<file path="config.mk">
export PLATFORM = sky130hd
export DESIGN_NAME = ppu_palette_fetch
export DESIGN_NICKNAME = d
export VERILOG_FILES = /design/src/source/ahbl_pkg.sv /design/src/source/ppu_palette_fetch.sv
export VERILOG_INCLUDE_DIRS = /design/src /design/src/source
export SDC_FILE = /design/constraint.sdc
export NUM_CORES = 1
export LEC_CHECK = 0
export BUFFER_PORTS_ARGS = -buffer_cell sky130_fd_sc_hd__buf_2
export CAP_MARGIN = 5
export CORE_UTILIZATION = 35
export DETAILED_ROUTE_END_ITERATION = 12
export PLACE_DENSITY = 0.78
export SLEW_MARGIN = 15
export SYNTH_ARGS = -nofsm -noshare
export SYNTH_HDL_FRONTEND = slang
export SYNTH_SLANG_ARGS = --single-unit
</file>
<file path="constraint.sdc">
create_clock -name clk -period 1.3 [get_ports clk]
set_clock_uncertainty 0.2 [all_clocks]
set_input_delay 0.195 -clock clk [delete_from_list [all_inputs] [get_ports clk]]
set_output_delay 0.195 -clock clk [all_outputs]
set_load 0.03 [all_outputs]
</file>
<file path="src/source/ppu_bus_defines.svh">
`ifndef PPU_BUS_DEFINES_SVH
`define PPU_BUS_DEFINES_SVH

// Number of fetch requesters sharing the bus master
// Requester 0 is the palette fetcher and requester 1 the background fetcher
`define PPU_N_REQ 2

// Bus widths. Lane steering in the bus master assumes 32-bit data
`define PPU_W_ADDR 32
`define PPU_W_DATA 32

// Video RAM depth in 32-bit words, 1 KiB in total
`define PPU_VRAM_WORDS 256

// Byte address map of the video RAM
// Tilemap holds 128 halfword entries, tiles hold one 4-byte row each
`define PPU_MAP_BASE 32'h0000_0000
`define PPU_TILE_BASE 32'h0000_0100
`define PPU_PAL_BASE 32'h0000_0200

`endif
</file>
<file path="src/source/ahbl_pkg.sv">
`default_nettype none

package ahbl_pkg;

	// Transfer type on htrans
	// Only single transfers are made, so BUSY and SEQ never appear
	typedef enum logic [1:0] {
		HTRANS_IDLE   = 2'b00,
		HTRANS_NONSEQ = 2'b10
	} htrans_t;

	// Transfer size on hsize
	// Requesters drive only the low two bits, the top bit is always zero
	typedef enum logic [2:0] {
		HSIZE_BYTE = 3'b000,
		HSIZE_HALF = 3'b001,
		HSIZE_WORD = 3'b010
	} hsize_t;

endpackage

`default_nettype wire

</file>
<file path="src/source/ppu_palette_fetch.sv">
`default_nettype none

`include "ppu_bus_defines.svh"

module ppu_palette_fetch
	import ahbl_pkg::*;
(
	input  wire                    clk,
	input  wire                    rst_n,

	// Colour index from the background fetcher
	input  wire                    idx_vld,
	input  wire  [3:0]             idx_colour,
	input  wire  [2:0]             idx_pal,
	output logic                   idx_busy,

	// Requester port towards the bus master
	output logic                   req_vld,
	output logic [`PPU_W_ADDR-1:0] req_addr,
	output logic [1:0]             req_size,
	input  wire                    req_rdy,
	input  wire  [`PPU_W_DATA-1:0] req_data,

	// Finished pixel
	output logic                   pixel_vld,
	output logic [15:0]            pixel_rgb
);

	logic       pending;
	logic [3:0] colour_q;
	logic [2:0] pal_q;

	always_ff @(posedge clk or negedge rst_n) begin
		if (!rst_n) begin
			pending <= 1'b0;
			pixel_vld <= 1'b0;
		end else begin
			pixel_vld <= pending && req_rdy;
			if (idx_vld) begin
				pending <= 1'b1;
			end else if (req_rdy) begin
				pending <= 1'b0;
			end
		end
	end

	always_ff @(posedge clk) begin
		if (idx_vld) begin
			colour_q <= idx_colour;
			pal_q <= idx_pal;
		end
		// Steered halfword of the palette entry is in the low 16 bits
		if (pending && req_rdy) begin
			pixel_rgb <= req_data[15:0];
		end
	end

	// Busy covers the pixel output cycle too, so a new index never lands early
	assign idx_busy = pending || pixel_vld;

	// Sixteen halfword colours per palette
	assign req_vld = pending;
	assign req_addr = `PPU_PAL_BASE + {pal_q, colour_q, 1'b0};
	assign req_size = 2'(HSIZE_HALF);

endmodule

`default_nettype wire

</file>
* Word level (Yosys, flattened, before mapping) *
Index checks and enable logic that the tools add are counted.

operators by class
  add/sub/neg operators = 1
  muxes and demuxes = 2
  reduce and logical (&&, ||, !) cells = 3

operators by type and width
  cell                                                             number
  10-bit by 8-bit adder with 11-bit output (first input constant)  1
  1-bit two-way mux                                                2
  2-bit nonzero test                                               1
  1-bit logical AND                                                1
  1-bit logical OR                                                 1

word-level totals
  flip-flop bits (word level) = 25
  bits of input ports = 43
  output and inout port bits = 53
  logic and storage cells = 11

* Longest topological paths before layout *
  depth in word-level cells = 2
  mapped depth = 2

* Worst setup path after synthesis *
No wires, ideal clock.

  kind = register to register
  start = register pending, in the netlist req_vld
  end = register pixel_rgb[0] (enable)
  arrival = 0.899 ns
  data required time = 0.765 ns
  setup slack = -0.135 ns
  cell stages (with the launch flop) = 2
  cells stage by stage = dfrtp_1 -> and2_2

on the way
  longest elaborated chain between the ends = 1

ends and longest elaborated chain
  item                      line                     source
  start: declaration        ppu_palette_fetch.sv:29  logic pending;
  start signal: assignment  ppu_palette_fetch.sv:35  pending <= 1'b0;
  start signal: assignment  ppu_palette_fetch.sv:40  pending <= 1'b1;
  start signal: assignment  ppu_palette_fetch.sv:42  pending <= 1'b0;
  1-bit logical AND         ppu_palette_fetch.sv:53  if (pending && req_rdy) begin
  end signal: assignment    ppu_palette_fetch.sv:54  pixel_rgb <= req_data[15:0];
  end: declaration          ppu_palette_fetch.sv:26  output logic [15:0] pixel_rgb

No other way between the ends.
A chain may end at the register's enable or synchronous reset.

* Final worst setup path *
  start = register pending, in the netlist req_vld
  end = output idx_busy

on the way
  longest elaborated chain between the ends = 1

ends and longest elaborated chain
  item              line                     source
  1-bit logical OR  ppu_palette_fetch.sv:59  assign idx_busy = pending || pixel_vld;
  end: declaration  ppu_palette_fetch.sv:15  output logic idx_busy,

No other way between the ends.

==> reports/results.ini <==
[run_status]
outcome=finished, violations left
failed_checks=setup timing

[timing]
fin_crit_sh_pct=114
setup_violations=2
slew_viol_final=0
rsz0062_at_grt=true
hold_viol_final=0
setup_ws_ps=-183
min_period_ps=1480
setup_tns_ps=-277
clock.fmax_mhz=674

[worst_setup_path]
cpPeakStageDelay_ps=420
worstPathMaxFanout=2
required_ps=900
crit_path_start_kind=flop
cp.depth=2
slowest_stage=dfrtp_2
critPathKind=flop to output port
regToRegSetupSlack_ps=40
cp_cell_sequence=or2_1 > buf_6
path_delay_family=flip-flops
crit_buf_inv=1
cp-end-kind=output port
worstPathArrival_ps=1090
reg2regPathDepth=2

[clock_network]
cts_root_buf=clkbuf_4
clk_path_buf_depth=2
cts_tree=built
clock_latency_ps=300
cts-buffers-inserted=3
clk_pin_slew_worst_paths_ps=130
h-tree-depth=1
cts_num_sinks=25

[logic_synthesis]
synth_top_area_share_pct=70.8
seq_area_frac_synth_pct=75.9
synth_area_per_cell_um2=16.8
synth_cell_types=8
syn_area_um2=976
ys_ff_latch=25
synth_largest_area_cell=edfxtp_1
synthCells=58
synth_area_leaders=edfxtp_1, buf_4, dfrtp_1
synth_warnings=0

[power]
peakVddDrop_uv=839
switching_share_pct=29.0
p_leak_nw=0.726
p_int_mw=1.22
p_seq_share_pct=55.6
p_sw_uw=498
powerDensity_nw_per_um2=1080
comb_power_share_pct=25.2
clkPwrFrac_pct=19.2

[floorplan]
start_util_pct=38.3
fp.dieH_um=54.8
io_pins=96
design.core.area_um2=2540
die-area_um2=3000
die_w_um=54.8
rows=18

[detailed_routing]
wl_per_cell_um=11.9
via_count=649
drt-initial-drc-count=1
drt_first_pass_iters=3
routed_wl_mm=2.04
vias_per_cell=3.80
drc=0
ant_nets=0

[min_path]
hold_path.class=input pin to flop
whs_path_depth=2

[global_route]
grt_pass1_vias=656
antenna_found_initial=0
grt_first_pass_wirelength_mm=2.58
global_route.usage.total_pct=13.2
grt_overflow=0
grt_max_degree=18

[finish]
area_growth_pct=62.8
final_common_cell=buf_2
antenna_cells=0
final_cell_mix=buf_2, conb_1, dlygate4sd3_1
seqCellArea_um2=742
layout-drive-gt1-share_pct=41.8
fillers=209
nNetsFinal=185
final_util_pct=62.4
final_area_um2=1590
multi_input_area_um2=131

[place]
post-place-ws_ps=122
postPlaceCellArea_um2=1170
io_buffers=52
finalWeightedCongestion=0.702
dp_hpwl_mm=1.23

[flow_run]
cap_violations=0

worst paths after layout:
path	to	startpoint
setup / recovery	idx_busy	req_vld
hold / removal	pixel_rgb[0]	req_data[0]
setup reg to reg	pixel_rgb[9]	req_vld
hold reg to reg	req_vld	req_vld
max in group asynchronous	req_vld	rst_n
min in group asynchronous	req_vld	rst_n
through the flow:
| step | cells | hold WS, ps | power (mW) |
|---|---|---|---|
| floorplan | 83 | -301 | 1.25 |
| global placement | 138 | -219 | 1.28 |
| detailed placement | 138 | -215 | 1.28 |
| CTS | 170 | 380 | 1.68 |
| global route | 171 | 388 | 1.78 |
| finish | 171 | 397 | 1.72 |
cells in the mapped netlist:
cell type / count
conb_1: 2
edfxtp_1: 23
buf_4: 27
inv_1: 1
or2_1: 1
dfrtp_1: 2
a21o_1: 1
and2_2: 1
layout make-up:
cell class / count / area share [%]
clock buffers: 4 / 1.65
inverters: 1 / 0.236
multi-input cells: 31 / 8.27
flip-flops and latches: 25 / 46.7
well taps: 30 / 2.36
repair buffers: 80 / 40.8
power by group through the flow:
stage / sequential [mW] / combinational, mW / clock (mW)
2_1_floorplan: 1.07 / 0.184 / 0
3_3_place_gp: 0.966 / 0.313 / 0
3_5_place_dp: 0.967 / 0.316 / 0
4_1_cts: 0.948 / 0.389 / 0.346
5_1_grt: 0.961 / 0.458 / 0.364
6_report: 0.954 / 0.432 / 0.329
logic make-up (layout without fill, tap and decap cells):
kind of cell,after synthesis,in the layout,synth area share [%]
buffers and inverters,28,85,21.2
and+or+nand+nor,2,3,1.41
DFF,25,25,75.9
AOI/OAI and AO/OA,1,1,0.770
other,2,27,0.770
layer usage:
metal	vias to the layer above	GRT usage, %	share of wire, %
met2	45	27.1	56
met1	292	10.9	34
met5	-	0	0
met4	0	5.13	0.59
met3	2	4.44	9.4
li1	310	-	-
registers in the layout (all words and copies together), names as in the netlist:
signal,cells
pixel_rgb,16
colour_q,4
pal_q,3
pixel_vld,1
req_vld,1
worst reg2reg max path, delay by kind of cell, from the launching register on:
kind | cells | cell delay, ps
buffers and inverters | 1 | 150
AND/OR/NAND/NOR | 1 | 260
flip-flops | 1 | 420
repair_timing:
| item | CTS | global route |
|---|---|---|
| gates cloned | 0 | 1 |
| gates resized for setup | 4 | 50 |
| pin swaps | 0 | 1 |
| setup buffers | 1 | 0 |
| endpoints found under the setup margin | 2 | 37 |
| hold endpoints to repair | 26 | 0 |
| hold buffers | 27 | 0 |
Note: power is estimated with default switching activity, not from simulation.
