--- src/source/ppu_bus_defines.svh ---
`ifndef PPU_BUS_DEFINES_SVH
`define PPU_BUS_DEFINES_SVH

// Number of fetch requesters sharing the bus master
// Requester 0 is the palette fetcher and requester 1 the background fetcher
`define PPU_N_REQ 2

// Bus widths. Lane steering in the bus master assumes 32-bit data
`define PPU_W_ADDR 32
`define PPU_W_DATA 32

// Video RAM depth in 32-bit words, 1 KiB in total
`define PPU_VRAM_WORDS 256

// Byte address map of the video RAM
// Tilemap holds 128 halfword entries, tiles hold one 4-byte row each
`define PPU_MAP_BASE 32'h0000_0000
`define PPU_TILE_BASE 32'h0000_0100
`define PPU_PAL_BASE 32'h0000_0200

`endif
--- src/source/ppu_fetch_pkg.sv ---
`default_nettype none

package ppu_fetch_pkg;

	// One halfword of the tilemap
	// Tile number sits in the low bits, palette select above it
	typedef struct packed {
		logic [6:0] rsvd;
		logic [2:0] pal;
		logic [5:0] tile;
	} map_entry_t;

	// Steered read word seen as a tilemap entry in the low halfword
	typedef struct packed {
		logic [15:0] upper;
		map_entry_t  entry;
	} map_word_t;

	// The same steered word is decoded as a map entry or as pixel bytes
	// Byte 0 always holds the addressed byte after steering
	typedef union packed {
		map_word_t       map;
		logic [3:0][7:0] bytes;
	} fetch_word_u;

endpackage

`default_nettype wire

--- src/source/ahbl_pkg.sv ---
`default_nettype none

package ahbl_pkg;

	// Transfer type on htrans
	// Only single transfers are made, so BUSY and SEQ never appear
	typedef enum logic [1:0] {
		HTRANS_IDLE   = 2'b00,
		HTRANS_NONSEQ = 2'b10
	} htrans_t;

	// Transfer size on hsize
	// Requesters drive only the low two bits, the top bit is always zero
	typedef enum logic [2:0] {
		HSIZE_BYTE = 3'b000,
		HSIZE_HALF = 3'b001,
		HSIZE_WORD = 3'b010
	} hsize_t;

endpackage

`default_nettype wire

--- src/source/ppu_bg_fetch.sv ---
`default_nettype none

`include "ppu_bus_defines.svh"

module ppu_bg_fetch
	import ahbl_pkg::*;
	import ppu_fetch_pkg::*;
(
	input  wire                    clk,
	input  wire                    rst_n,

	// Host pixel request
	input  wire                    pixel_req,
	input  wire  [6:0]             map_index,
	input  wire  [1:0]             pix,
	output logic                   pixel_busy,

	// Requester port towards the bus master
	output logic                   req_vld,
	output logic [`PPU_W_ADDR-1:0] req_addr,
	output logic [1:0]             req_size,
	input  wire                    req_rdy,
	input  fetch_word_u            req_data,

	// Colour index handoff to the palette fetcher
	output logic                   idx_vld,
	output logic [3:0]             idx_colour,
	output logic [2:0]             idx_pal,
	input  wire                    idx_busy
);

	typedef enum logic [1:0] {
		BG_IDLE,
		BG_MAP,
		BG_TILE,
		BG_HAND
	} bg_state_t;

	bg_state_t  state;
	logic [6:0] map_index_q;
	logic [1:0] pix_q;
	logic [5:0] tile_q;
	logic [2:0] pal_q;
	logic [3:0] colour_q;

	always_ff @(posedge clk or negedge rst_n) begin
		if (!rst_n) begin
			state <= BG_IDLE;
		end else begin
			case (state)
				BG_IDLE: if (pixel_req) state <= BG_MAP;
				BG_MAP:  if (req_rdy) state <= BG_TILE;
				BG_TILE: if (req_rdy) state <= BG_HAND;
				BG_HAND: if (!idx_busy) state <= BG_IDLE;
				default: state <= BG_IDLE;
			endcase
		end
	end

	// Request fields and fetched values are captured as each step completes
	always_ff @(posedge clk) begin
		if (state == BG_IDLE && pixel_req) begin
			map_index_q <= map_index;
			pix_q <= pix;
		end
		if (state == BG_MAP && req_rdy) begin
			tile_q <= req_data.map.entry.tile;
			pal_q <= req_data.map.entry.pal;
		end
		if (state == BG_TILE && req_rdy) begin
			colour_q <= req_data.bytes[0][3:0];
		end
	end

	// Tilemap entries are halfwords, tile rows are four bytes
	assign req_vld = state == BG_MAP || state == BG_TILE;
	assign req_addr = state == BG_MAP ? `PPU_MAP_BASE + {map_index_q, 1'b0} :
		`PPU_TILE_BASE + {tile_q, pix_q};
	assign req_size = state == BG_MAP ? 2'(HSIZE_HALF) : 2'(HSIZE_BYTE);

	assign pixel_busy = state != BG_IDLE;

	// Handoff stalls here while the palette fetcher still owns a pixel
	assign idx_vld = state == BG_HAND && !idx_busy;
	assign idx_colour = colour_q;
	assign idx_pal = pal_q;

endmodule

`default_nettype wire

--- config.mk ---
export PLATFORM = sky130hd
export DESIGN_NAME = ppu_bg_fetch
export DESIGN_NICKNAME = d
export VERILOG_FILES = /design/src/source/ppu_fetch_pkg.sv /design/src/source/ahbl_pkg.sv /design/src/source/ppu_bg_fetch.sv
export VERILOG_INCLUDE_DIRS = /design/src /design/src/source
export SDC_FILE = /design/constraint.sdc
export NUM_CORES = 1
export LEC_CHECK = 0
export ABC_CLOCK_PERIOD_IN_PS = 4420
export BUFFER_PORTS_ARGS = -buffer_cell sky130_fd_sc_hd__clkbuf_2
export CAP_MARGIN = 25
export CORE_MARGIN = 4
export CORE_UTILIZATION = 42
export CTS_CLUSTER_DIAMETER = 80
export CTS_CLUSTER_SIZE = 28
export DETAILED_ROUTE_END_ITERATION = 10
export PLACE_DENSITY = 0.85
export SYNTH_ARGS = -nofsm -noshare
export SYNTH_HDL_FRONTEND = slang
export SYNTH_SLANG_ARGS = --single-unit
--- constraint.sdc ---
create_clock -name clk -period 4.42 [get_ports clk]
set_input_delay 0.884 -clock clk [delete_from_list [all_inputs] [get_ports clk]]
set_output_delay 0.884 -clock clk [all_outputs]
set_load 0.005 [all_outputs]
# Word-level counts from Yosys, hierarchy flattened
# Index checks and enable logic that the tools add are counted.
[classes]
bitwise_logic = 0
n_reduce_logical = 9
addsub = 1
n_eq_ne = 7
order_cmp = 0
n_mux = 7
shifts = 0
n_mul = 0
div_mod_pow = 0
[ops]
columns = ["cell", "n"]
rows = [
  ["adder 9 x 8 -> 10 bit (first input constant)", 1],
  ["2-to-1 mux 10 bit", 1],
  ["2-to-1 mux 2 bit", 4],
  ["inequality test 2 bit (second input constant)", 4],
  ["case mux 2 bit (4 select lines)", 1],
  ["== test 2 bit (second input constant)", 2],
  ["logical AND 1 bit", 4],
  ["AND reduction 4 bit", 1],
  ["== test 2 x 1 -> 1 bit (second input constant)", 1],
  ["logical NOT 2 bit", 1],
  ["nonzero test 2 bit", 1],
  ["logical NOT 1 bit", 1],
  ["logical OR 1 bit", 1],
  ["2-to-1 mux 1 bit", 1],
]
[word_totals]
regBits = 24
ram_bits = 0
out_inout_bits = 44
mem_count = 0
latchBits = 0
romBits = 0

# Logic depth before layout (Yosys ltp)
[depth]
word_depth = 3
ltp_mapped = 5
mapped_depth_nobuf = 5

# Worst setup path before layout
# Ideal clock, no wire load.
[synth_timing]
path_type = "register to output"
startpoint = "register state[1]"
endpoint = "output port req_addr[1]"
arrival_time_ps = 1223
slack_ps = 2313
stages_incl_launch_ff = 5
path_buffers = 1
required_time_ps = 3536
cell_sequence = "dfrtp_1 inv_1 ha_1 buf_2 mux2_2"
[synth_via]
elab_chain_len = 2
[synth_lines]
columns = ["item", "line_no", "source"]
rows = [
  ["start: declaration", "ppu_bg_fetch.sv:39", "bg_state_t state;"],
  ["start signal: assignment", "ppu_bg_fetch.sv:48", "state <= BG_IDLE;"],
  ["start signal: assignment", "ppu_bg_fetch.sv:51", "BG_IDLE: if (pixel_req) state <= BG_MAP;"],
  ["start signal: assignment", "ppu_bg_fetch.sv:52", "BG_MAP: if (req_rdy) state <= BG_TILE;"],
  ["== test 2 x 1 -> 1 bit", "ppu_bg_fetch.sv:77", "assign req_addr = state == BG_MAP ? `PPU_MAP_BASE + {map_index_q, 1'b0} :"],
  ["2-to-1 mux 10 bit", "ppu_bg_fetch.sv:77", ""],
  ["end: declaration", "ppu_bg_fetch.sv:20", "output logic [`PPU_W_ADDR-1:0] req_addr,"],
]
# No other way between the ends.

# Worst setup path in the final report
[layout_timing]
startpoint = "register state[1]"
endpoint = "output port req_addr[7]"
# The elaborated chain is that of the path after synthesis.

==> impl_metrics.tcl <==
set metrics [dict create \
    worstReg2RegStart "state[0]" \
    route.antenna.remaining_nets 0 \
    detailedPlace.worstSlack_ps 2030 \
    area_occupied_by_multi_input_gates_sq_um 343 \
    synth.top_cell.area_share_pct 56.6 \
    hold_slack_ps 336 \
    critPathMaxFanout 9 \
    synth_area_sq_um 1170 \
    finalCriticalPeriod_ps 2720 \
    reg2reg_setup_slack_ps 2900 \
    powerDensity_nw_per_um2 509 \
    warnings_from_yosys 0 \
    cts_inserted_buffers 3 \
    number_of_placed_instances_taps_included 149 \
    clkSlewWorstSetupHoldPaths_ps 110 \
    most-common-layout-cells "sky130_fd_sc_hd__clkbuf_2, sky130_fd_sc_hd__conb_1, sky130_fd_sc_hd__edfxtp_1" \
    vias_after_detailed_routing 649 \
    finalNetCount 177 \
    die_width_microns 60.7 \
    timing.final.setup_violations 0 \
    number_of_detailed_route_iterations_in_the_first_pass 4 \
    total_leakage_power_uw 0.000625 \
    number_of_filler_instances_in_the_final_layout 237 \
    final_hold_viol_count 0 \
    insertion_delay_ps 310 \
    first_global_vias 653 \
    placementRows 18 \
    area_post_placement_sq_um 1320 \
    cts_setup_buffers 0 \
    fmax_mhz 367 \
    fp.dieArea_sq_um 3690 \
    wl_per_cell_microns 13.5 \
    max-cap-violations 0 \
    area_of_the_placeable_core_sq_um 2570 \
    rsz0062_at_grt "no" \
    startpoint_of_the_worst_setup_timing_path "state[1]" \
    timing.final.crit_share_pct 61.6 \
    antenna_found_initial 0 \
    clkSinkCount 24 \
    grt_max_degree 14 \
    postSynthAreaPerCell_sq_um 14.8 \
    setup.worst_path.start_class "flip-flop" \
    final.setup.worst_slack_ps 1700 \
    worst-setup-path-type "reg -> out" \
    gp_congestion 0.692 \
    final-seq-area_sq_um 711 \
    worst_hold_path_type "in -> async" \
    floorplan.io_pins 90 \
    die_h_microns 60.7 \
    cts_tree "built" \
    worst_ep_required_time_ps 3540 \
    peak_supply_drop_mv 0.345 \
    dp_hpwl_microns 1730 \
    floorplan.initialDensity_pct 45.5 \
    worst_ep_arrival_time_ps 1840 \
    synth_seq_area_share_pct 60.9 \
    synthesis.instances 79 \
    insertedDiodeCount 0 \
    setup_total_negative_slack_ps 0 \
    clock_path_buffers 2 \
    synth-seq-cells 24 \
    route.detailed.drc 0 \
    synth_cell_types 17 \
    layout_commonest_cell "sky130_fd_sc_hd__clkbuf_2" \
    finalWirelength_microns 2060 \
    synth.largest_area_cell "sky130_fd_sc_hd__edfxtp_1" \
    ctsHoldBuffers 0 \
    grt.overflow.total 0 \
    final_max_slew_viol_count 0 \
    groute.usage.overall_pct 11.1 \
    instances_no_fill 153 \
    drt-vias-per-instance 4.24 \
    cp-end-kind "output port" \
    fin_skew_ps 3.98 \
    worst_r2r_path_depth 5 \
    grt_pass1_wl_microns 2890 \
    io_buffers 42 \
    drive_above_1_share_pct 45.5 \
    reg2reg_to "state[1]" \
    post_cts.resized_instances 0 \
    postLayoutCellArea_sq_um 1340 \
    clock_tree.htree_level_count 1 \
    worst_setup_ep "req_addr[7]" \
    yosys-top-cells-area "sky130_fd_sc_hd__edfxtp_1, sky130_fd_sc_hd__buf_4, sky130_fd_sc_hd__ha_1" \
    area_delta_synth_final_pct 15.0 \
    drtIter0Drc 10 \
    clock_root_buffer "sky130_fd_sc_hd__clkbuf_4" \
    status "complete, no violations" \
]
-- cell type report --
| cell class | instances | share of cell area (%) |
|---|---|---|
| inverter | 4 | 1.12 |
| clock buffer | 3 | 1.68 |
| multi-input combinational | 49 | 25.5 |
| tap | 30 | 2.80 |
| clock inverter | 1 | 0.280 |
| timing repair buffer | 42 | 15.7 |
| sequential | 24 | 52.9 |
-- synthesized netlist by cell type --
library cell / instances
sky130_fd_sc_hd__mux2_4: 1
sky130_fd_sc_hd__dfrtp_1: 2
sky130_fd_sc_hd__buf_2: 1
sky130_fd_sc_hd__conb_1: 1
sky130_fd_sc_hd__nor2_1: 1
sky130_fd_sc_hd__mux2i_1: 1
sky130_fd_sc_hd__inv_1: 4
sky130_fd_sc_hd__nor2_2: 1
sky130_fd_sc_hd__nand2_1: 1
sky130_fd_sc_hd__o221ai_2: 1
sky130_fd_sc_hd__buf_4: 24
sky130_fd_sc_hd__mux2_2: 7
sky130_fd_sc_hd__nor2b_1: 2
sky130_fd_sc_hd__ha_1: 7
sky130_fd_sc_hd__and2_2: 1
sky130_fd_sc_hd__edfxtp_1: 22
sky130_fd_sc_hd__and2_1: 2
-- worst min path at each step --
stage | start | end | slack, ps | cells past startpoint
after floorplan | state[1] | state[1] | 560 | 1
after global placement | state[1] | state[1] | 600 | 1
after detailed placement | state[1] | state[1] | 590 | 1
after CTS | rst_n | state[0] | 330 | 1
after global routing | rst_n | state[0] | 310 | 1
final | rst_n | state[1] | 340 | 1
-- critical path: stages (launching register included) --
cell	delay (ps)
sky130_fd_sc_hd__dfrtp_1	450
sky130_fd_sc_hd__inv_1	140
sky130_fd_sc_hd__ha_1	430
sky130_fd_sc_hd__mux2_2	390
sky130_fd_sc_hd__clkbuf_2	110
-- flip-flops by register name, summed over array words and instances, names as in the netlist --
signal and flops:
state 2, idx_pal 3, pix_q 2, idx_colour 4
map_index_q 7, tile_q 6
-- stage by stage --
| step | total power [uW] | util (%) |
|---|---|---|
| 4_1_cts | 692 | 52.3 |
| 3_3_place_gp | 588 | 51.3 |
| 5_1_grt | 738 | 52.3 |
| 3_5_place_dp | 602 | 51.3 |
| 6_report | 684 | 52.3 |
| 2_1_floorplan | 510 | - |
-- logic make-up (layout without fill, tap and decap cells) --
family	count (synthesis)	after routing	synth area share (%)
multiplexers	9	9	8.90
other	1	24	0.321
AND/OR/NAND/NOR	8	8	3.97
adder cells (fa/ha/maj)	7	7	7.50
AO/OA/AOI/OAI	1	1	1.29
flip-flops	24	24	60.9
buffers and inverters	29	50	17.1
-- layer usage --
layer  wire (microns)  vias up  track usage [%]
li1                 -      309                -
met1              735      290             12.7
met2             1060       46             19.5
met3              229        4             2.13
met4               36        0             5.57
met5                0        -                0
-- report_power, final --
group / switching (uW) / internal, uW / total [uW]
Clock: 59.1 / 33.0 / 92.1
Combinational: 137 / 134 / 271
Sequential: 20.1 / 301 / 321
Total: 216 / 468 / 684
(Power assumes the default switching activity.)
