## src/source/ppu_bus_defines.svh

```systemverilog
`ifndef PPU_BUS_DEFINES_SVH
`define PPU_BUS_DEFINES_SVH

// Number of fetch requesters sharing the bus master
// Requester 0 is the palette fetcher and requester 1 the background fetcher
`define PPU_N_REQ 2

// Bus widths. Lane steering in the bus master assumes 32-bit data
`define PPU_W_ADDR 32
`define PPU_W_DATA 32

// Video RAM depth in 32-bit words, 1 KiB in total
`define PPU_VRAM_WORDS 256

// Byte address map of the video RAM
// Tilemap holds 128 halfword entries, tiles hold one 4-byte row each
`define PPU_MAP_BASE 32'h0000_0000
`define PPU_TILE_BASE 32'h0000_0100
`define PPU_PAL_BASE 32'h0000_0200

`endif
```

## src/source/ahbl_pkg.sv

```systemverilog
`default_nettype none

package ahbl_pkg;

	// Transfer type on htrans
	// Only single transfers are made, so BUSY and SEQ never appear
	typedef enum logic [1:0] {
		HTRANS_IDLE   = 2'b00,
		HTRANS_NONSEQ = 2'b10
	} htrans_t;

	// Transfer size on hsize
	// Requesters drive only the low two bits, the top bit is always zero
	typedef enum logic [2:0] {
		HSIZE_BYTE = 3'b000,
		HSIZE_HALF = 3'b001,
		HSIZE_WORD = 3'b010
	} hsize_t;

endpackage

`default_nettype wire

```

## src/source/ppu_busmaster.sv

```systemverilog
`default_nettype none

`include "ppu_bus_defines.svh"

module ppu_busmaster
	import ahbl_pkg::*;
(
	input  wire                                  clk,
	input  wire                                  rst_n,

	// Requester side, one slice per requester
	input  wire  [`PPU_N_REQ-1:0]                req_vld,
	input  wire  [`PPU_N_REQ*`PPU_W_ADDR-1:0]    req_addr,
	input  wire  [`PPU_N_REQ*2-1:0]              req_size,
	output logic [`PPU_N_REQ-1:0]                req_rdy,
	output logic [`PPU_W_DATA-1:0]               req_data,

	// AHB-lite master port, read only
	output logic [`PPU_W_ADDR-1:0]               haddr,
	output htrans_t                              htrans,
	output hsize_t                               hsize,
	input  wire                                  hready,
	input  wire  [`PPU_W_DATA-1:0]               hrdata
);

	// --------------------------------------------------
	// Arbitration

	logic [`PPU_N_REQ-1:0] req_vld_aph;
	logic [`PPU_N_REQ-1:0] grant_aph_comb;
	logic [`PPU_N_REQ-1:0] grant_aph_reg;
	logic [`PPU_N_REQ-1:0] grant_aph;
	logic [`PPU_N_REQ-1:0] grant_dph;

	// A requester in its data phase still holds req_vld until its ready,
	// so it is kept out of arbitration and its read is not issued twice
	assign req_vld_aph = req_vld & ~grant_dph;

	// Lowest set bit of the remaining requests wins
	assign grant_aph_comb = req_vld_aph & (~req_vld_aph + 1'b1);

	// While the bus is stalled the grant of the pending address phase is held,
	// so a newly arriving lower-numbered request cannot steal it
	assign grant_aph = |grant_aph_reg ? grant_aph_reg : grant_aph_comb;

	always_ff @(posedge clk or negedge rst_n) begin
		if (!rst_n) begin
			grant_aph_reg <= '0;
			grant_dph <= '0;
		end else if (hready) begin
			// Address phase is taken, its owner moves into the data phase
			grant_aph_reg <= '0;
			grant_dph <= grant_aph;
		end else begin
			grant_aph_reg <= grant_aph;
		end
	end

	// --------------------------------------------------
	// Address phase attributes

	logic [`PPU_W_ADDR-1:0] addr_sel;
	logic [1:0]             size_sel;
	logic [`PPU_W_ADDR-1:0] aph_buf_addr;
	logic [1:0]             aph_buf_size;
	logic                   use_buf;

	// One-hot mux of the combinational winner's address and size
	always_comb begin
		addr_sel = '0;
		size_sel = '0;
		for (int i = 0; i < `PPU_N_REQ; i++) begin
			if (grant_aph_comb[i]) begin
				addr_sel = addr_sel | req_addr[i*`PPU_W_ADDR +: `PPU_W_ADDR];
				size_sel = size_sel | req_size[i*2 +: 2];
			end
		end
	end

	// Once a stall has been seen, attributes come from the buffer until hready
	assign use_buf = |grant_aph_reg;

	always_ff @(posedge clk) begin
		if (|req_vld_aph && !use_buf && !hready) begin
			aph_buf_addr <= addr_sel;
			aph_buf_size <= size_sel;
		end
	end

	assign haddr = use_buf ? aph_buf_addr : addr_sel;
	assign hsize = hsize_t'({1'b0, use_buf ? aph_buf_size : size_sel});
	assign htrans = |grant_aph ? HTRANS_NONSEQ : HTRANS_IDLE;

	// --------------------------------------------------
	// Data phase steering

	logic [1:0]             dph_addr;
	logic [`PPU_W_DATA-1:0] hrdata_steered;

	// Low address bits follow the transfer into its data phase
	always_ff @(posedge clk) begin
		if (hready) begin
			dph_addr <= haddr[1:0];
		end
	end

	// Addressed byte lands in byte 0
	// Byte 1 carries the upper byte of whichever halfword was addressed
	assign hrdata_steered = {
		hrdata[31:16],
		dph_addr[1] ? hrdata[31:24] : hrdata[15:8],
		hrdata[{dph_addr, 3'b000} +: 8]
	};

	// Ready pulses once, for the owner, when the data phase completes
	assign req_rdy = grant_dph & {`PPU_N_REQ{hready}};
	assign req_data = hrdata_steered;

endmodule

`default_nettype wire

```

## config.mk

```make
export PLATFORM = sky130hd
export DESIGN_NAME = ppu_busmaster
export DESIGN_NICKNAME = d
export VERILOG_FILES = /design/src/source/ahbl_pkg.sv /design/src/source/ppu_busmaster.sv
export VERILOG_INCLUDE_DIRS = /design/src /design/src/source
export SDC_FILE = /design/constraint.sdc
export NUM_CORES = 1
export LEC_CHECK = 0
export BUFFER_PORTS_ARGS = -buffer_cell sky130_fd_sc_hd__buf_2
export CAP_MARGIN = 20
export CORE_MARGIN = 8
export CORE_UTILIZATION = 44
export DETAILED_ROUTE_END_ITERATION = 12
export HOLD_SLACK_MARGIN = 0.12
export PLACE_DENSITY = 0.8
export RECOVER_POWER = 25
export SLEW_MARGIN = 20
export SYNTH_ARGS = -nofsm -noshare
export SYNTH_HDL_FRONTEND = slang
export SYNTH_SLANG_ARGS = --single-unit
export TNS_END_PERCENT = 5
```

## constraint.sdc

```tcl
create_clock -name clk -period 6.1 [get_ports clk]
set_clock_uncertainty 0.1 [all_clocks]
set_input_delay 0.61 -clock clk [delete_from_list [all_inputs] [get_ports clk]]
set_output_delay 0.61 -clock clk [all_outputs]
set_load 0.02 [all_outputs]
```

# --- Word-level counts from Yosys, hierarchy flattened ---
# Cells that the tools add are included.
classes:
  addsub: 1
  n_shift: 1
  muxes: 10
  bitwise: 7
  n_reduce_logical: 7
ops:
  columns: ["op", "count"]
  rows:
  - ["32-bit 2-to-1 mux", 3]
  - ["32-bit OR", 1]
  - ["32-bit by 6-bit indexed part select with 8-bit output", 1]
  - ["2-bit 2-to-1 mux", 6]
  - ["8-bit 2-to-1 mux", 1]
  - ["2-bit AND", 3]
  - ["2-bit OR reduction", 3]
  - ["2-bit NOT", 2]
  - ["2-bit by 1-bit adder with 2-bit output, second input constant", 1]
  - ["1-bit logical AND", 2]
  - ["1-bit logical NOT", 2]
  - ["2-bit OR", 1]
totals:
  regBits: 40
  inputBits: 105
  out_inout_bits: 71
  wordCells: 31

# --- Depth between registers and ports, before layout ---
# Gate-level depths: netlist of run 1.
depth:
  ltp_word: 9
  mapped_depth: 5
  mapped_depth_nobuf: 3

# --- Worst setup path before layout of run 1 ---
# Ideal clock, no wire load.
synth_timing:
  kind: "input to register"
  start: "input port req_vld[1]"
  end: "register aph_buf_addr[0], enable pin"
  setup_ns: 0.510
  arrival_time_ns: 4.178
  required_time_ns: 5.490
  setup_slack_ns: 1.312
  path_stages: 4
  n_path_buf: 1
  cell_sequence: "nor2b_1 buf_4 nor2_1 nor4_1"
synth_via:
  elab_chain_cells: 4
synth_lines:
  columns: ["element", "line", "text"]
  rows:
  - ["start, declared", "ppu_busmaster.sv:12", "input wire [`PPU_N_REQ-1:0] req_vld,"]
  - ["2-bit AND", "ppu_busmaster.sv:37", "assign req_vld_aph = req_vld & ~grant_dph;"]
  - ["2-bit OR reduction", "ppu_busmaster.sv:84", "if (|req_vld_aph && !use_buf && !hready) begin"]
  - ["1-bit logical AND (2 in a row)", "ppu_busmaster.sv:84", null]
  - ["end signal, assigned", "ppu_busmaster.sv:85", "aph_buf_addr <= addr_sel;"]
  - ["end, declared", "ppu_busmaster.sv:64", "logic [`PPU_W_ADDR-1:0] aph_buf_addr;"]
# No other way between the ends.
# A chain may end at the register's enable or synchronous reset.

# --- Worst setup path in the final report of run 1 ---
layout_timing:
  start: "register grant_dph[0]"
  end: "output port haddr[11]"
layout_via:
  elab_chain_cells: 9
layout_lines:
  columns: ["element", "line", "text"]
  rows:
  - ["start, declared", "ppu_busmaster.sv:33", "logic [`PPU_N_REQ-1:0] grant_dph;"]
  - ["start signal, assigned", "ppu_busmaster.sv:53", "grant_dph <= grant_aph;"]
  - ["2-bit NOT *", "ppu_busmaster.sv:37", null]
  - ["2-bit AND *", "ppu_busmaster.sv:37", null]
  - ["2-bit NOT", "ppu_busmaster.sv:40", "assign grant_aph_comb = req_vld_aph & (~req_vld_aph + 1'b1);"]
  - ["2-bit by 1-bit adder with 2-bit output", "ppu_busmaster.sv:40", null]
  - ["2-bit AND *", "ppu_busmaster.sv:40", null]
  - ["32-bit 2-to-1 mux", "ppu_busmaster.sv:73", "if (grant_aph_comb[i]) begin"]
  - ["32-bit OR", "ppu_busmaster.sv:74", "addr_sel = addr_sel | req_addr[i*`PPU_W_ADDR +: `PPU_W_ADDR];"]
  - ["32-bit 2-to-1 mux *", "ppu_busmaster.sv:73", null]
  - ["32-bit 2-to-1 mux *", "ppu_busmaster.sv:90", "assign haddr = use_buf ? aph_buf_addr : addr_sel;"]
  - ["end, declared", "ppu_busmaster.sv:19", "output logic [`PPU_W_ADDR-1:0] haddr,"]
# Every way passes the cells marked *; elsewhere a longest branch is shown, timed or not.

==> results.json, run 1 <==
{
  "cp-end-kind": "primary output",
  "io_pins": 176,
  "yosysWarningCount": 0,
  "vias": 2636,
  "worstPathArrival_ns": 2.85,
  "synth_edf_count": 36,
  "final_nets": 553,
  "track_usage_pct": 17.9,
  "rsz0062_at_grt": "false",
  "cap_violations": 1,
  "syn_inst": 302,
  "drc": 0,
  "cp_max_fo": 36,
  "maxSlewViolCount": 37,
  "max_freq_mhz": 281,
  "grt_max_degree": 46,
  "routed_via_density": 5.01,
  "die_w_um": 96.1,
  "synth.most_common_cell": "nand2_1",
  "yosysSeqAreaShare_pct": 41.9,
  "finalHoldViolCount": 0,
  "violations": "max-capacitance violations, max-slew violations",
  "avgSynthCellArea_um2": 9.34,
  "synth.cell_area_um2": 2820,
  "areaGrowthSynthToFinish_pct": 27.2,
  "overflow": 0,
  "yosys-top-cells-area": "edfxtp_1 38%, nand3_2 11%, nand2_1 10%, buf_4 6.7%, a31oi_1 5.5%",
  "place.gp.congestion": 0.821,
  "final_core_util_pct": 57.2,
  "ys_ff_latch": 40,
  "setup_tns_ns": 0,
  "cts_tree": "done",
  "p_leak_uw": 0.00172,
  "ys_dominant_reg_cell": "edfxtp_1",
  "min_period_ns": 3.56,
  "fillers": 597,
  "crit_path_start_kind": "flop",
  "async_flop_share_pct": 10.0,
  "slew-limit-headroom_pct": -23.8,
  "clk_path_buf_depth": 2,
  "p_per_area_nw_per_um2": 280,
  "antenna_found_initial": 0,
  "coreArea_um2": 6280,
  "totalWireLength_mm": 8.49,
  "first_pass_iters": 4,
  "critical_path_class": "flop to primary output",
  "start_util_pct": 44.9,
  "period_share_pct": 58.3,
  "io_buffers": 173,
  "cts_resized": 0,
  "setup_violations": 0,
  "grt_pass1_wl_mm": 13.0,
  "drive_gt1_share_pct": 46.1,
  "cp.required_ns": 5.39,
  "hpwl_mm": 6.63,
  "cts.sinks": 40,
  "grt_pass1_vias": 2679,
  "worst_slew_pin_slew_ns": 1.86,
  "synthTopCellsByCount": "77 x nand2_1, 39 x nor2_1, 36 x edfxtp_1, 30 x nand3_2",
  "antennaDiodeCount": 0,
  "largest_reg_flops": 32,
  "top_register": "aph_buf_addr",
  "yosysTopAreaCell": "edfxtp_1",
  "vdd_drop_max_uv": 165,
  "clk_pin_slew_ns": 0.08,
  "hold_class": "input pin to flop",
  "die-height_um": 96.1,
  "cts_buffers": 5,
  "drtIter0Drc": 119,
  "synth_top_area_share_pct": 38.3,
  "fp-row-count": 29,
  "ant_nets": 0,
  "clk_latency_ns": 0.29,
  "routedWlPerCell_um": 16.1,
  "die_area_um2": 9230,
  "synth.distinct_cells": 28,
  "cts_root_buf": "clkbuf_8",
  "cts_max_level": 2,
  "outcome": "finished with violations"
}
-- kinds of logic after synthesis --
logic type,synth area share (%)
buffers and inverters,11.4
other,0.133
muxes,6.30
DFF,41.9
and+or+nand+nor,28.3
AOI/OAI and AO/OA,12.0
-- worst paths after layout --
kind / depth (start not counted) / to / startpoint / slack, ns
setup / recovery: 4 / haddr[11] / grant_dph[0] / 2.54
setup reg to reg: 3 / dph_addr[0] / grant_dph[0] / 3.48
hold reg to reg: 2 / grant_dph[0] / grant_dph[0] / 0.51
hold / removal: 3 / aph_buf_addr[17] / req_addr[17] / 0.50
min in group asynchronous: 2 / grant_aph_reg[0] / rst_n / 0.59
max in group asynchronous: 2 / grant_dph[0] / rst_n / 5.12
-- power breakdown --
part	switching (uW)	internal, uW	total [uW]
Combinational	278	155	433
Sequential	20.2	334	355
Clock	97.6	121	219
Total	396	611	1010
-- worst max-delay path, cell delays in order (launching register included) --
cell	delay, ns
dfrtp_1	0.41
nand2b_1	1.40
nand3_1	0.31
a31oi_1	0.23
buf_2	0.19
-- layout make-up --
class	count	area (um2)	area share, %
timing repair buffer	179	901	25.1
tap	77	96.3	2.68
sequential	40	1180	32.9
clock inverter	3	42.5	1.19
clock buffer	5	68.8	1.92
multi-input combinational	221	1290	36.1
inverter	1	3.75	0.105
-- placed cells by master (no fill, tap or decap) --
cell type,n
inv_1,1
o21ai_0,6
a31oi_1,25
edfxtp_1,36
nand2_1,77
nor4_2,1
nor2_1,39
o21a_1,1
nand2b_1,1
nor2_4,1
conb_1,2
o21ai_1,2
mux2i_1,8
a21oi_1,2
a31oi_2,10
nand3_1,14
dlygate4sd3_1,1
buf_4,4
bufinv_16,1
clkbuf_8,5
mux2_4,2
nor2b_4,1
clkinv_4,1
mux2_2,6
clkinv_1,1
buf_2,153
nor2b_2,1
buf_12,1
nand3_2,20
and2_1,2
dfrtp_1,4
clkbuf_1,20
-- per-stage QoR --
stage	setup WS [ns]	instances	hold slack (ns)	power [uW]	area (um2)
3_3_place_gp	3.13	516	0.316	791	3520
4_1_cts	3.09	526	0.496	1020	3670
3_5_place_dp	3.20	517	0.323	805	3540
6_report	2.54	526	0.504	1010	3590
2_1_floorplan	1.31	303	0.214	671	2830
5_1_grt	2.26	526	0.501	1060	3590
-- routing by layer --
layer,global-route usage (%),part of all wire (%),up-vias
met5,0,0,-
met4,5.51,1.2,0
met3,3.82,6.7,8
met2,32.8,54,87
met1,20.0,38,1209
li1,-,-,1332
-- timing repair --
action | 4_1_cts | 5_1_grt
setup buffers | 0 | 0
hold buffers | 1 | 0
endpoints found under the hold margin | 4 | 0
(Power assumes the default switching activity.)
==> run 2: changes to the inputs <==
--- a/config.mk
+++ b/config.mk
@@ -6,10 +6,11 @@
 export SDC_FILE = /design/constraint.sdc
 export NUM_CORES = 1
 export LEC_CHECK = 0
+export ABC_AREA = 1
 export BUFFER_PORTS_ARGS = -buffer_cell sky130_fd_sc_hd__buf_2
 export CAP_MARGIN = 20
 export CORE_MARGIN = 8
-export CORE_UTILIZATION = 44
+export CORE_UTILIZATION = 43
 export DETAILED_ROUTE_END_ITERATION = 12
 export HOLD_SLACK_MARGIN = 0.12
 export PLACE_DENSITY = 0.8
==> constraint.sdc (replaced) <==
create_clock -name clk -period 3.55 [get_ports clk]
set_clock_uncertainty 0.1 [all_clocks]
set_input_delay 0.355 -clock clk [delete_from_list [all_inputs] [get_ports clk]]
set_output_delay 0.355 -clock clk [all_outputs]
set_load 0.02 [all_outputs]
==> run 2 against run 1 <==
Compared with the run above:
- the run now ends clean
- sequential share of layout area rose by 1.2 points
- design area is 3.4% lower
- sequential power rose by 73%
- first-iteration DRC count grew 13%
- combinational power grew 73%
- clock power grew 33%
- synthesized cell count rose by 23%
- register-to-register slack worse by 2.1 ns
- worst hold slack got worse by 0.25 ns
- synthesized area down 4.5%
- critical path depth is 2 higher
- core utilization down 1.3 points
- critical path type unchanged
- largest cell class unchanged
- largest power group unchanged
- highest routed layer unchanged
==> results.json, run 2 <==
{
  "die_area_um2": 9060,
  "drtIter0Drc": 134,
  "synthSimpleGateAreaFrac_pct": 38.0,
  "yosysWarningCount": 0,
  "io_pins": 176,
  "setup_violations": 0,
  "finalHoldViolCount": 0,
  "yosys-top-cells-area": "edfxtp_1 40%, nand2_1 27%, nand3_1 6.5%, buf_4 5.8%, dfrtp_1 3.7%",
  "setup_tns_ns": 0,
  "cts_buffers": 5,
  "cts_setup_buffers": 0,
  "totalWireLength_mm": 8.55,
  "hpwl_mm": 6.62,
  "final.setup.worst_slack_ns": 0.584,
  "worst_slew_pin_slew_ns": 0.996,
  "cts_tree": "done",
  "cts_root_buf": "clkbuf_8",
  "rsz0062_at_grt": "false",
  "routedWlPerCell_um": 14.4,
  "overflow": 0,
  "crit_path_start_kind": "flop",
  "yosys.area_share.adder_pct": 0,
  "vias": 2908,
  "synth.cell_area_um2": 2700,
  "drc": 0,
  "period_share_pct": 83.5,
  "vdd_drop_max_uv": 300,
  "grt_pass1_vias": 2884,
  "synth.most_common_cell": "nand2_1",
  "areaGrowthSynthToFinish_pct": 28.6,
  "final_core_util_pct": 55.9,
  "die-height_um": 95.2,
  "io_buffers": 173,
  "synth.distinct_cells": 23,
  "synth_edf_count": 36,
  "avgSynthCellArea_um2": 7.26,
  "p_leak_uw": 0.00188,
  "slew-limit-headroom_pct": 33.6,
  "maxSlewViolCount": 0,
  "p_per_area_nw_per_um2": 477,
  "top_register": "aph_buf_addr",
  "hold_class": "input pin to flop",
  "yosysSeqAreaShare_pct": 43.8,
  "fp-row-count": 29,
  "layout_common_cells": "191 x nand2_1, 146 x buf_2, 36 x edfxtp_1",
  "clk_latency_ns": 0.28,
  "async_flop_share_pct": 10.0,
  "start_util_pct": 43.4,
  "first_pass_iters": 4,
  "synth_top_area_share_pct": 40.1,
  "yosysTopAreaCell": "edfxtp_1",
  "antennaDiodeCount": 0,
  "ys_ff_latch": 40,
  "hold_buffers": 1,
  "synthMuxAreaShare_pct": 0,
  "power_uw": 1650,
  "worstPathArrival_ns": 2.51,
  "coreArea_um2": 6200,
  "routed_via_density": 4.90,
  "cp_max_fo": 24,
  "ant_nets": 0,
  "critical_path_class": "flop to primary output",
  "ys_dominant_reg_cell": "edfxtp_1",
  "antenna_found_initial": 0,
  "synthTopCellsByCount": "191 x nand2_1, 36 x edfxtp_1, 35 x nand3_1, 21 x buf_4, 16 x nor2_1",
  "track_usage_pct": 18.1,
  "cts.sinks": 40,
  "cts_max_level": 2,
  "outcome": "complete, no violations",
  "reg2reg_slack_ns": 1.37,
  "cap_violations": 0,
  "clk_path_buf_depth": 2,
  "drive_gt1_share_pct": 31.9,
  "grt_pass1_wl_mm": 13.2,
  "place.gp.congestion": 0.868,
  "synth_top_family_by_area": "simple AND/OR/NAND/NOR gates",
  "max_freq_mhz": 337,
  "grt_max_degree": 39,
  "hold-worst-slack_ns": 0.257,
  "clk_pin_slew_ns": 0.08,
  "die_w_um": 95.2,
  "synth_xor_area_share_pct": 0,
  "synth_compound_gate_area_share_pct": 6.22,
  "syn_inst": 371,
  "largest_reg_flops": 32,
  "final_nets": 621,
  "final_common_cell": "nand2_1",
  "dp_slack_ns": 1.05,
  "cp-end-kind": "primary output",
  "cts_resized": 0,
  "cp.required_ns": 3.09,
  "min_period_ns": 2.97
}
[run 2: cell families after synthesis]
group	Yosys count
flops	40
other cells	1
compound gates	26
buf+inv	51
simple gates	253
[run 2: area by class of cell]
class / count / area [um2]
clock buffer: 7 / 76.3
clock inverter: 1 / 3.75
fill: 642 / 2740
inverter: 12 / 45.0
multi-input combinational: 281 / 1210
sequential: 40 / 1180
tap: 77 / 96.3
timing repair buffer: 176 / 853
[run 2: worst paths after layout]
| kind | startpoint | to | depth (start not counted) |
|---|---|---|---|
| min in group asynchronous | rst_n | grant_dph[1] | 2 |
| worst max register to register | grant_dph[0] | aph_buf_addr[22] | 6 |
| worst max-delay path | dph_addr[1] | req_data[3] | 6 |
| worst min register to register | grant_dph[0] | grant_dph[0] | 2 |
| max in group asynchronous | rst_n | grant_aph_reg[0] | 2 |
| worst min-delay path | req_addr[4] | aph_buf_addr[4] | 3 |
[run 2: where the power goes]
part | leakage, uW | switching, uW | total [uW] | internal (uW)
Combinational | 0.00144 | 520 | 749 | 229
Sequential | 0.000394 | 25.0 | 613 | 588
Clock | 0.0000399 | 154 | 291 | 137
[run 2: critical path, stage by stage (launching register included)]
cell	delay, ns
edfxtp_1	0.32
clkbuf_1	0.74
inv_1	0.42
or2_2	0.40
o211ai_1	0.10
nand2_1	0.07
buf_2	0.16
[run 2: per-layer routing]
layer | vias up | routed length, um | GRT usage, %
met5 | - | 0 | 0
met4 | 0 | 89 | 4.42
met3 | 10 | 1120 | 5.98
met2 | 160 | 4150 | 32.4
met1 | 1279 | 3190 | 20.1
li1 | 1459 | - | -
[run 2: through the flow]
stage | std cells | instance area, um2
3_3_place_gp | 585 | 3410
3_5_place_dp | 585 | 3410
4_1_cts | 594 | 3500
5_1_grt | 594 | 3470
2_1_floorplan | 372 | 2700
6_report | 594 | 3470
==> run 3: changes to the inputs <==
==> constraint.sdc (replaced) <==
create_clock -name clk -period 3.1 [get_ports clk]
set_clock_uncertainty 0.1 [all_clocks]
set_input_delay 0.31 -clock clk [delete_from_list [all_inputs] [get_ports clk]]
set_output_delay 0.31 -clock clk [all_outputs]
set_load 0.02 [all_outputs]
==> run 3 against run 2 <==
Compared with the run above:
- clock power increased by 44%
- non-clock buffer count increased by 2
- total power is 21% higher
- first-iteration DRC count grew 31%
- sequential cell count unchanged
- worst setup slack worse by 0.033 ns
==> results.json, run 3 (synthesized netlist as in run 2, its figures left out) <==
{
  "final_common_cell": "nand2_1",
  "max_freq_mhz": 392,
  "cap_violations": 0,
  "coreArea_um2": 6200,
  "cp_max_fo": 34,
  "grt_pass1_vias": 3024,
  "dpl_cell_area_um2": 3430,
  "setup_tns_ns": 0,
  "final_nets": 623,
  "worst_slew_pin_slew_ns": 0.758,
  "vdd_drop_max_uv": 337,
  "first_pass_iters": 4,
  "final_cell_area_um2": 3520,
  "cp_slowest_cell": "inv_2",
  "largest_reg_flops": 32,
  "io_buffers": 173,
  "hpwl_mm": 6.91,
  "hold_class": "input pin to flop",
  "start_util_pct": 43.4,
  "top_register": "aph_buf_addr",
  "antenna_found_initial": 0,
  "die-height_um": 95.2,
  "maxSlewViolCount": 0,
  "die_area_um2": 9060,
  "cp.required_ns": 2.69,
  "cts_root_buf": "clkbuf_8",
  "areaGrowthSynthToFinish_pct": 30.6,
  "clk_path_buf_depth": 2,
  "ant_nets": 0,
  "clk_latency_ns": 0.28,
  "drc": 0,
  "drtIter0Drc": 175,
  "min_period_ns": 2.55,
  "cpMostUsedCell": "nand2_1",
  "cp-end-kind": "primary output",
  "routed_via_density": 4.91,
  "routedWlPerCell_um": 14.7,
  "slew-limit-headroom_pct": 49.3,
  "cts.sinks": 40,
  "layout_common_cells": "192 x nand2_1, 153 x buf_2, 36 x edfxtp_1",
  "fp-row-count": 29,
  "clk_pin_slew_ns": 0.08,
  "setup_violations": 0,
  "worstPathArrival_ns": 2.14,
  "grt_max_degree": 36,
  "vias": 2928,
  "drive_gt1_share_pct": 34.1,
  "period_share_pct": 82.2,
  "die_w_um": 95.2,
  "grt_pass1_wl_mm": 13.6,
  "cp_cell_sequence": "inv_1 > nand2_1 > inv_2 > nand2_1 > nand2_1 > nand2_1 > nand2_1 > buf_2",
  "totalWireLength_mm": 8.79,
  "outcome": "complete, no violations",
  "io_pins": 176,
  "finalHoldViolCount": 0,
  "crit_path_start_kind": "flop",
  "place.gp.congestion": 0.886,
  "p_leak_uw": 0.00192,
  "track_usage_pct": 18.8,
  "critical_path_class": "flop to primary output",
  "cts_max_level": 2,
  "cts_buffers": 5,
  "cts_tree": "done",
  "overflow": 0,
  "p_per_area_nw_per_um2": 566,
  "antennaDiodeCount": 0,
  "max_stage_delay_ns": 0.53,
  "rsz0062_at_grt": "false"
}
==> run 3: cell types whose count changed in the layout (fill, tap and decap cells not counted), sizes merged <==
cell	previous run	this run
buf	147	157
bufinv	0	1
clkbuf	35	26
==> run 3: final timing paths <==
| path | from | endpoint | slack, ns | depth (start not counted) |
|---|---|---|---|---|
| setup / recovery | grant_dph[0] | haddr[1] | 0.55 | 8 |
| hold / removal | req_addr[4] | aph_buf_addr[4] | 0.21 | 3 |
| setup reg to reg | grant_dph[0] | aph_buf_size[1] | 1.13 | 6 |
| hold reg to reg | grant_dph[0] | grant_dph[0] | 0.42 | 2 |
| max in group asynchronous | rst_n | grant_aph_reg[1] | 2.43 | 2 |
| min in group asynchronous | rst_n | grant_aph_reg[0] | 0.28 | 2 |
==> run 3: worst max-delay path, delay by kind of cell, from the launching register on <==
kind	cells	cell delay, ns
flip-flops	1	0.39
AND/OR/NAND/NOR	5	0.67
buffers and inverters	3	0.77
==> run 3: power breakdown <==
part | leakage [uW] | switching (uW) | internal (uW)
Clock | 0.0000552 | 180 | 239
Sequential | 0.000394 | 35.9 | 673
Combinational | 0.00148 | 592 | 272
Total | 0.00192 | 808 | 1180
==> run 3: per-layer routing <==
layer | routed length [um] | global-route usage (%)
met1 | 3340 | 20.4
met2 | 4360 | 34.5
met3 | 941 | 5.35
met4 | 146 | 5.59
met5 | 0 | 0
==> run 3: repair_timing <==
item                      4_1_cts  5_1_grt
setup buffers                   0        0
hold endpoints to repair        4        0
hold buffers                    1        0
resized for setup               0        0
==> run 3: layout make-up <==
type	instances	area, um2
clock inverter	2	35.0
inverter	12	45.0
tap	77	96.3
multi-input combinational	281	1210
fill	642	2690
clock buffer	6	72.6
sequential	40	1180
timing repair buffer	178	881
==> run 3: per-stage QoR <==
step | setup WS, ns | hold WS (ns) | total power (uW) | cells | utilization [%]
global placement | 1.03 | 0.0152 | 1580 | 587 | 55.3
floorplan | 0.366 | -0.0856 | 1310 | 372 | -
detailed placement | 0.997 | 0.0174 | 1600 | 587 | 55.3
finish | 0.552 | 0.209 | 1990 | 596 | 56.7
CTS | 0.674 | 0.201 | 2020 | 596 | 57.2
global route | 0.318 | 0.211 | 2130 | 596 | 56.7
